[src/fmul_pkg.sv]
`default_nettype none

package fmul_pkg;

  // ==================================================
  // Word geometry
  // ==================================================
  localparam int WORD_W    = 32;
  localparam int EXPN_W    = 8;
  localparam int FRAC_W    = 23;
  localparam int EXPN_BIAS = 127;
  localparam int EXPN_MAX  = 255;

  // Significand with hidden bit, full product, exponent with guard bits
  localparam int SIG_W   = FRAC_W + 1;
  localparam int PROD_W  = 2 * SIG_W;
  localparam int EXPNT_W = EXPN_W + 2;

  // ==================================================
  // Multiplier row geometry
  // ==================================================
  // ROW_BITS * NUM_ROWS covers all SIG_W multiplier bits
  localparam int ROW_BITS = 6;
  localparam int NUM_ROWS = 4;

  // ==================================================
  // Types
  // ==================================================
  typedef logic [WORD_W-1:0]  word_t;
  typedef logic [SIG_W-1:0]   sig_t;
  typedef logic [EXPNT_W-1:0] expnt_t;
  typedef logic [PROD_W-1:0]  prod_t;

  typedef enum logic [1:0] {
    rm_rne = 2'd0,
    rm_rtz = 2'd1,
    rm_rdn = 2'd2,
    rm_rup = 2'd3
  } rm_t;

  typedef struct packed {
    logic of;
    logic uf;
    logic nx;
  } exc_t;

  // One item travelling down the pipe
  typedef struct packed {
    logic   vld;
    logic   sign;
    logic   zero;
    rm_t    rm;
    // Biased exponent of the product before normalisation
    expnt_t expnt;
    sig_t   sig_a;
    sig_t   sig_b;
    // Running sum of partial products
    prod_t  acc;
  } mul_stage_t;

endpackage

`default_nettype wire

[src/fmul_unpack.sv]
`timescale 1ns/1ns
`default_nettype none

module fmul_unpack
  import fmul_pkg::*;
(
  input  logic       fmau_ex2_data_clk,
  input  logic       rst_n,
  input  logic       stall,
  input  logic       in_vld,
  input  word_t      a,
  input  word_t      b,
  input  logic       neg,
  input  rm_t        rm,
  output mul_stage_t stage_out
);

  logic [EXPN_W-1:0] expn_a;
  logic [EXPN_W-1:0] expn_b;
  logic              zero_a;
  logic              zero_b;
  mul_stage_t        stage_d;
  mul_stage_t        stage_q;

  // ==================================================
  // Operand decode
  // ==================================================
  assign expn_a = a[WORD_W-2 -: EXPN_W];
  assign expn_b = b[WORD_W-2 -: EXPN_W];

  // Zero exponent field counts as zero, no subnormal inputs
  assign zero_a = ~|expn_a;
  assign zero_b = ~|expn_b;

  always_comb
  begin
    stage_d = '0;

    stage_d.vld  = in_vld;
    stage_d.rm   = rm;
    stage_d.zero = zero_a | zero_b;

    // Sign includes the negate bit
    stage_d.sign = a[WORD_W-1] ^ b[WORD_W-1] ^ neg;

    // Hidden bit set for normal operands
    stage_d.sig_a = {~zero_a, a[FRAC_W-1:0]};
    stage_d.sig_b = {~zero_b, b[FRAC_W-1:0]};

    // Sum of biased exponents minus one bias
    stage_d.expnt = expnt_t'(expn_a) + expnt_t'(expn_b) - expnt_t'(EXPN_BIAS);

    // Rows fill the accumulator
    stage_d.acc = '0;
  end

  // ==================================================
  // EX1 register
  // ==================================================
  always_ff @(posedge fmau_ex2_data_clk)
  begin
    if (!rst_n)
    begin
      stage_q.vld <= 1'b0;
    end
    else if (!stall)
    begin
      stage_q <= stage_d;
    end
  end

  assign stage_out = stage_q;

endmodule

`default_nettype wire

[src/fmul_pp_row.sv]
`timescale 1ns/1ns
`default_nettype none

module fmul_pp_row
  import fmul_pkg::*;
#(
  parameter int ROW_IDX = 0
)
(
  input  logic       fmau_ex2_data_clk,
  input  logic       rst_n,
  input  logic       stall,
  input  mul_stage_t stage_in,
  output mul_stage_t stage_out
);

  // First multiplier bit handled by this row
  localparam int BASE = ROW_IDX * ROW_BITS;

  prod_t      acc_d;
  mul_stage_t stage_d;
  mul_stage_t stage_q;

  // Shift-and-add over this row's slice of sig_b
  always_comb
  begin
    acc_d = stage_in.acc;
    for (int i = 0; i < ROW_BITS; i++)
    begin
      if ((BASE + i) < SIG_W)
      begin
        if (stage_in.sig_b[BASE + i])
        begin
          acc_d = acc_d + (prod_t'(stage_in.sig_a) << (BASE + i));
        end
      end
    end
  end

  // Everything else passes straight through
  always_comb
  begin
    stage_d     = stage_in;
    stage_d.acc = acc_d;
  end

  always_ff @(posedge fmau_ex2_data_clk)
  begin
    if (!rst_n)
    begin
      stage_q.vld <= 1'b0;
    end
    else if (!stall)
    begin
      stage_q <= stage_d;
    end
  end

  assign stage_out = stage_q;

endmodule

`default_nettype wire

[src/fmul_round.sv]
`timescale 1ns/1ns
`default_nettype none

module fmul_round
  import fmul_pkg::*;
(
  input  logic       fmau_ex2_data_clk,
  input  logic       rst_n,
  input  logic       stall,
  input  mul_stage_t stage_in,
  output logic       out_vld,
  output word_t      result,
  output exc_t       exc
);

  prod_t            norm;
  sig_t             mant;
  logic             guard;
  logic             sticky;
  expnt_t           exp_norm;
  expnt_t           exp_rnd;
  logic             round_up;
  logic [SIG_W:0]   mant_rnd;
  logic             carry;
  logic [FRAC_W-1:0] frac_rnd;
  logic             ovf_to_inf;
  logic             is_of;
  logic             is_uf;
  word_t            res_d;
  exc_t             exc_d;

  // ==================================================
  // Normalise
  // ==================================================
  // Product is in [1,4) so a set top bit means 2 or more
  assign norm     = stage_in.acc[PROD_W-1] ? stage_in.acc : (stage_in.acc << 1);
  assign exp_norm = stage_in.expnt + expnt_t'(stage_in.acc[PROD_W-1]);

  assign mant   = norm[PROD_W-1 -: SIG_W];
  assign guard  = norm[PROD_W-SIG_W-1];
  assign sticky = |norm[PROD_W-SIG_W-2:0];

  // ==================================================
  // Round
  // ==================================================
  always_comb
  begin
    round_up   = 1'b0;
    ovf_to_inf = 1'b0;
    unique case (stage_in.rm)
      rm_rne:
      begin
        round_up   = guard & (sticky | mant[0]);
        ovf_to_inf = 1'b1;
      end
      rm_rtz:
      begin
        round_up   = 1'b0;
        ovf_to_inf = 1'b0;
      end
      rm_rdn:
      begin
        round_up   = stage_in.sign & (guard | sticky);
        ovf_to_inf = stage_in.sign;
      end
      rm_rup:
      begin
        round_up   = ~stage_in.sign & (guard | sticky);
        ovf_to_inf = ~stage_in.sign;
      end
    endcase
  end

  assign mant_rnd = {1'b0, mant} + {{SIG_W{1'b0}}, round_up};
  assign carry    = mant_rnd[SIG_W];

  // On carry out the low bits are already zero and the value is 1.0 x 2^(e+1)
  assign frac_rnd = mant_rnd[FRAC_W-1:0];
  assign exp_rnd  = exp_norm + expnt_t'(carry);

  // Underflow judged before rounding, overflow after
  assign is_uf = ($signed(exp_norm) <= 0);
  assign is_of = ($signed(exp_rnd) >= $signed(expnt_t'(EXPN_MAX)));

  // ==================================================
  // Result select
  // ==================================================
  always_comb
  begin
    exc_d = '0;
    res_d = {stage_in.sign, exp_rnd[EXPN_W-1:0], frac_rnd};

    if (stage_in.zero)
    begin
      res_d = {stage_in.sign, {(WORD_W-1){1'b0}}};
    end
    else if (is_uf)
    begin
      // Flush to signed zero
      res_d    = {stage_in.sign, {(WORD_W-1){1'b0}}};
      exc_d.uf = 1'b1;
      exc_d.nx = 1'b1;
    end
    else if (is_of)
    begin
      exc_d.of = 1'b1;
      exc_d.nx = 1'b1;
      if (ovf_to_inf)
      begin
        res_d = {stage_in.sign, EXPN_W'(EXPN_MAX), {FRAC_W{1'b0}}};
      end
      else
      begin
        // Largest finite value
        res_d = {stage_in.sign, EXPN_W'(EXPN_MAX - 1), {FRAC_W{1'b1}}};
      end
    end
    else
    begin
      exc_d.nx = guard | sticky;
    end
  end

  // ==================================================
  // Output register
  // ==================================================
  always_ff @(posedge fmau_ex2_data_clk)
  begin
    if (!rst_n)
    begin
      out_vld <= 1'b0;
      result  <= '0;
      exc     <= '0;
    end
    else if (!stall)
    begin
      out_vld <= stage_in.vld;
      // Hold last result across bubbles
      if (stage_in.vld)
      begin
        result <= res_d;
        exc    <= exc_d;
      end
    end
  end

endmodule

`default_nettype wire

[src/fmul_top.sv]
`timescale 1ns/1ns
`default_nettype none

module fmul_top
  import fmul_pkg::*;
(
  input  logic  fmau_ex2_data_clk,
  input  logic  rst_n,
  input  logic  in_vld,
  input  word_t a,
  input  word_t b,
  input  logic  neg,
  input  rm_t   rm,
  input  logic  stall,
  output logic  out_vld,
  output word_t result,
  output exc_t  exc
);

  // stage[k] feeds row k, stage[NUM_ROWS] feeds rounding
  mul_stage_t stage [0:NUM_ROWS];

  // ==================================================
  // EX1 unpack
  // ==================================================
  fmul_unpack u_unpack (
    .fmau_ex2_data_clk (fmau_ex2_data_clk),
    .rst_n             (rst_n),
    .stall             (stall),
    .in_vld            (in_vld),
    .a                 (a),
    .b                 (b),
    .neg               (neg),
    .rm                (rm),
    .stage_out         (stage[0])
  );

  // ==================================================
  // Partial product rows
  // ==================================================
  for (genvar k = 0; k < NUM_ROWS; k++)
  begin : g_row
    fmul_pp_row #(
      .ROW_IDX (k)
    ) u_pp_row (
      .fmau_ex2_data_clk (fmau_ex2_data_clk),
      .rst_n             (rst_n),
      .stall             (stall),
      .stage_in          (stage[k]),
      .stage_out         (stage[k+1])
    );
  end

  // ==================================================
  // Normalise and round
  // ==================================================
  fmul_round u_round (
    .fmau_ex2_data_clk (fmau_ex2_data_clk),
    .rst_n             (rst_n),
    .stall             (stall),
    .stage_in          (stage[NUM_ROWS]),
    .out_vld           (out_vld),
    .result            (result),
    .exc               (exc)
  );

endmodule

`default_nettype wire

[config.mk]
export PLATFORM = sky130hd
export DESIGN_NAME = fmul_top
export DESIGN_NICKNAME = d
export VERILOG_FILES = /design/src/fmul_pkg.sv /design/src/fmul_unpack.sv /design/src/fmul_pp_row.sv /design/src/fmul_round.sv /design/src/fmul_top.sv
export SDC_FILE = /design/constraint.sdc
export NUM_CORES = 2
export LEC_CHECK = 0
export ABC_AREA = 0
export BUFFER_PORTS_ARGS = -buffer_cell sky130_fd_sc_hd__buf_2
export CAP_MARGIN = 20
export CORE_AREA = 2 2 410 310
export CTS_CLUSTER_DIAMETER = 120
export DETAILED_ROUTE_END_ITERATION = 7
export DIE_AREA = 0 0 412 312
export MAX_ROUTING_LAYER = met4
export PLACE_DENSITY_LB_ADDON = 0.25
export SETUP_SLACK_MARGIN = 0.05
export SLEW_MARGIN = 10
export SYNTH_ARGS = -nofsm -noshare
export SYNTH_HDL_FRONTEND = slang
export SYNTH_HIERARCHICAL = 1
export SYNTH_SLANG_ARGS = --single-unit
[constraint.sdc]
create_clock -name fmau_ex2_data_clk -period 25.5 [get_ports fmau_ex2_data_clk]
set_input_delay 5.1 -clock fmau_ex2_data_clk [delete_from_list [all_inputs] [get_ports fmau_ex2_data_clk]]
set_output_delay 5.1 -clock fmau_ex2_data_clk [all_outputs]
set_load 0.01 [all_outputs]
==> run summary <==
max cap viols = 0
core area = 0.124 sq mm
H-Tree Depth = 2
GRT Util Overall = 26.3%
WP data required = 25.93 ns
Setup Viol. Count Final = 0
layout cells sized above 1 = 10.5%
Ys Warns = 6
GR Overflow Total = 0
DRT iter0 DRCs = 5074
clk root buf = clkbuf_16
cell family with most CP delay = compound AO/OA/AOI/OAI gates
worst skew pair latency = 0.70 ns
worst r2r src = g_row[2].u_pp_row/stage_out[73]$_DFFE_PP_
# clock sinks = 459
Worst Skew = 0.0601 ns
reg2reg end = g_row[3].u_pp_row/stage_out[46]$_DFFE_PP_
RD Place Congestion = 0.970
maximum clock frequency = 0.0783 GHz
post-CTS setup buffers = 0
crit-path most repeated cell = a21oi_1
crit end category = flop
P&R area growth vs syn = 6.27%
Startpoint Class = flop
# hold bufs at CTS = 0
worst-margin pin slew = 1.15 ns
RSZ-0062 raised after global routing = false
DR vias/cell = 6.06
Max FO, Critical Path = 9
total negative slack = 0 ns
WP buf/inv = 1
Hold EP = g_row[1].u_pp_row/stage_out[68]$_DFFE_PP_
Tightest Hold Check Type = reg -> reg
largest net degree at the start of global routing = 60
Slew HR = 22.3%
Die Span Y = 312 um
number of global-route vias before repair = 48.0k
Nets = 7678
Top-Level Pins = 107
initial antenna violation count = 8
Hold Startpoint = g_row[0].u_pp_row/stage_out[68]$_DFFE_PP_
critical path arrival = 13.21 ns
TritonCTS Buffers = 53
routed vias = 52.3k
Worst R2R Path Depth = 51
global-route wire length before repair = 268000 um
Die Width = 412 um
Bufs on Longest Clock Path = 3
DP HPWL = 136000 um
status = finished clean
PostCTS Resize Cnt = 0
die area = 0.129 sq mm
clock-pin slew on the worst setup and hold paths = 0.07 ns
# DRC = 0
hold depth = 0
Initial DRT Pass Iterations = 5
CTS tree = done
kind of critical path = reg -> reg
max-slew violations = 0
period utilization = 50.1%
Synth Instances = 6912
R2R Setup Slk = 12.73 ns
post-route ant nets = 0
Final min period = 12.77 ns
final hold violation count = 0
CP peak stage delay = 0.62 ns
crit path from = g_row[2].u_pp_row/stage_out[73]$_DFFE_PP_
Initial Util = 47.8%
synthesized area per cell = 8.59 sq um
Routed WL per cell = 19.5 um
Post-Route WL = 168000 um
post-synthesis cell area = 0.0594 sq mm
port bufs = 106
Slowest-stage cell, CP = edfxtp_1
row count = 112
through the flow:
step	setup WS, ns	instance area (sq um)	util [%]	hold WS [ns]	cells
floorplan	14.75	59600	-	0.400	6959
detailed placement	13.05	61400	49.4	0.405	8537
finish	12.73	63100	50.8	0.411	8634
CTS	13.02	63100	50.8	0.413	8632
global placement	13.30	61400	49.4	0.401	8537
global route	11.75	63100	50.8	0.422	8634
metal layers:
layer	up-vias	global-route usage (%)	wire [um]
met3	110	6.93	16200
met1	24700	42.3	90900
li1	25900	-	-
met4	0	3.24	1530
met2	1554	32.3	59600
met5	-	-	0
worst max-delay path by stage:
stage | cells after the start | slack, ns | to
final | 51 | 12.73 | g_row[3].u_pp_row/stage_out[46]$_DFFE_PP_
after detailed placement | 51 | 13.05 | g_row[3].u_pp_row/stage_out[46]$_DFFE_PP_
after global routing | 55 | 11.75 | g_row[1].u_pp_row/stage_out[41]$_DFFE_PP_
after floorplan | 52 | 14.75 | g_row[3].u_pp_row/stage_out[46]$_DFFE_PP_
after global placement | 51 | 13.30 | g_row[3].u_pp_row/stage_out[46]$_DFFE_PP_
after CTS | 51 | 13.02 | g_row[3].u_pp_row/stage_out[46]$_DFFE_PP_
area by class of cell:
class,count,area (sq um)
repair buffers,148,843
diodes,1,2.50
inverters,300,1130
clock inverters,31,372
clock buffers,64,1370
multi-input cells,5978,44000
well taps,1653,2070
fillers,11800,61000
flip-flops and latches,459,13400
cell usage in the layout, fill, tap and decap left out, drive strengths merged, types with 22 or more instances in the layout:
cell type  instances
nor2b             84
a21o             179
nor3             136
xor2             239
nand4             79
buf              147
a31oi             65
nor2             533
o31ai             43
and4              22
ha               642
mux2i             64
nand2b           108
o21a             124
a2111oi           26
fa                25
o21ai            426
xnor2            514
edfxtp           418
nand2            482
a21oi            736
o211ai            51
dfxtp             41
conb              48
a21boi            25
and2              53
o2111ai           31
a211oi           100
nor4              60
or3               52
mux2             265
and3              64
a211o             32
nand3            186
o21bai            80
inv              301
clkbuf            65
or2               43
sequential cells by signal (all words and copies together) (netlist names):
name                      cells
u_unpack/stage_out           63
u_round/exc                   3
u_round/result               32
u_round/out_vld               1
g_row.u_pp_row/stage_out    360
Power is not shown: default switching activity piles up to over one toggle a cycle in this logic, so the estimate is an artifact.
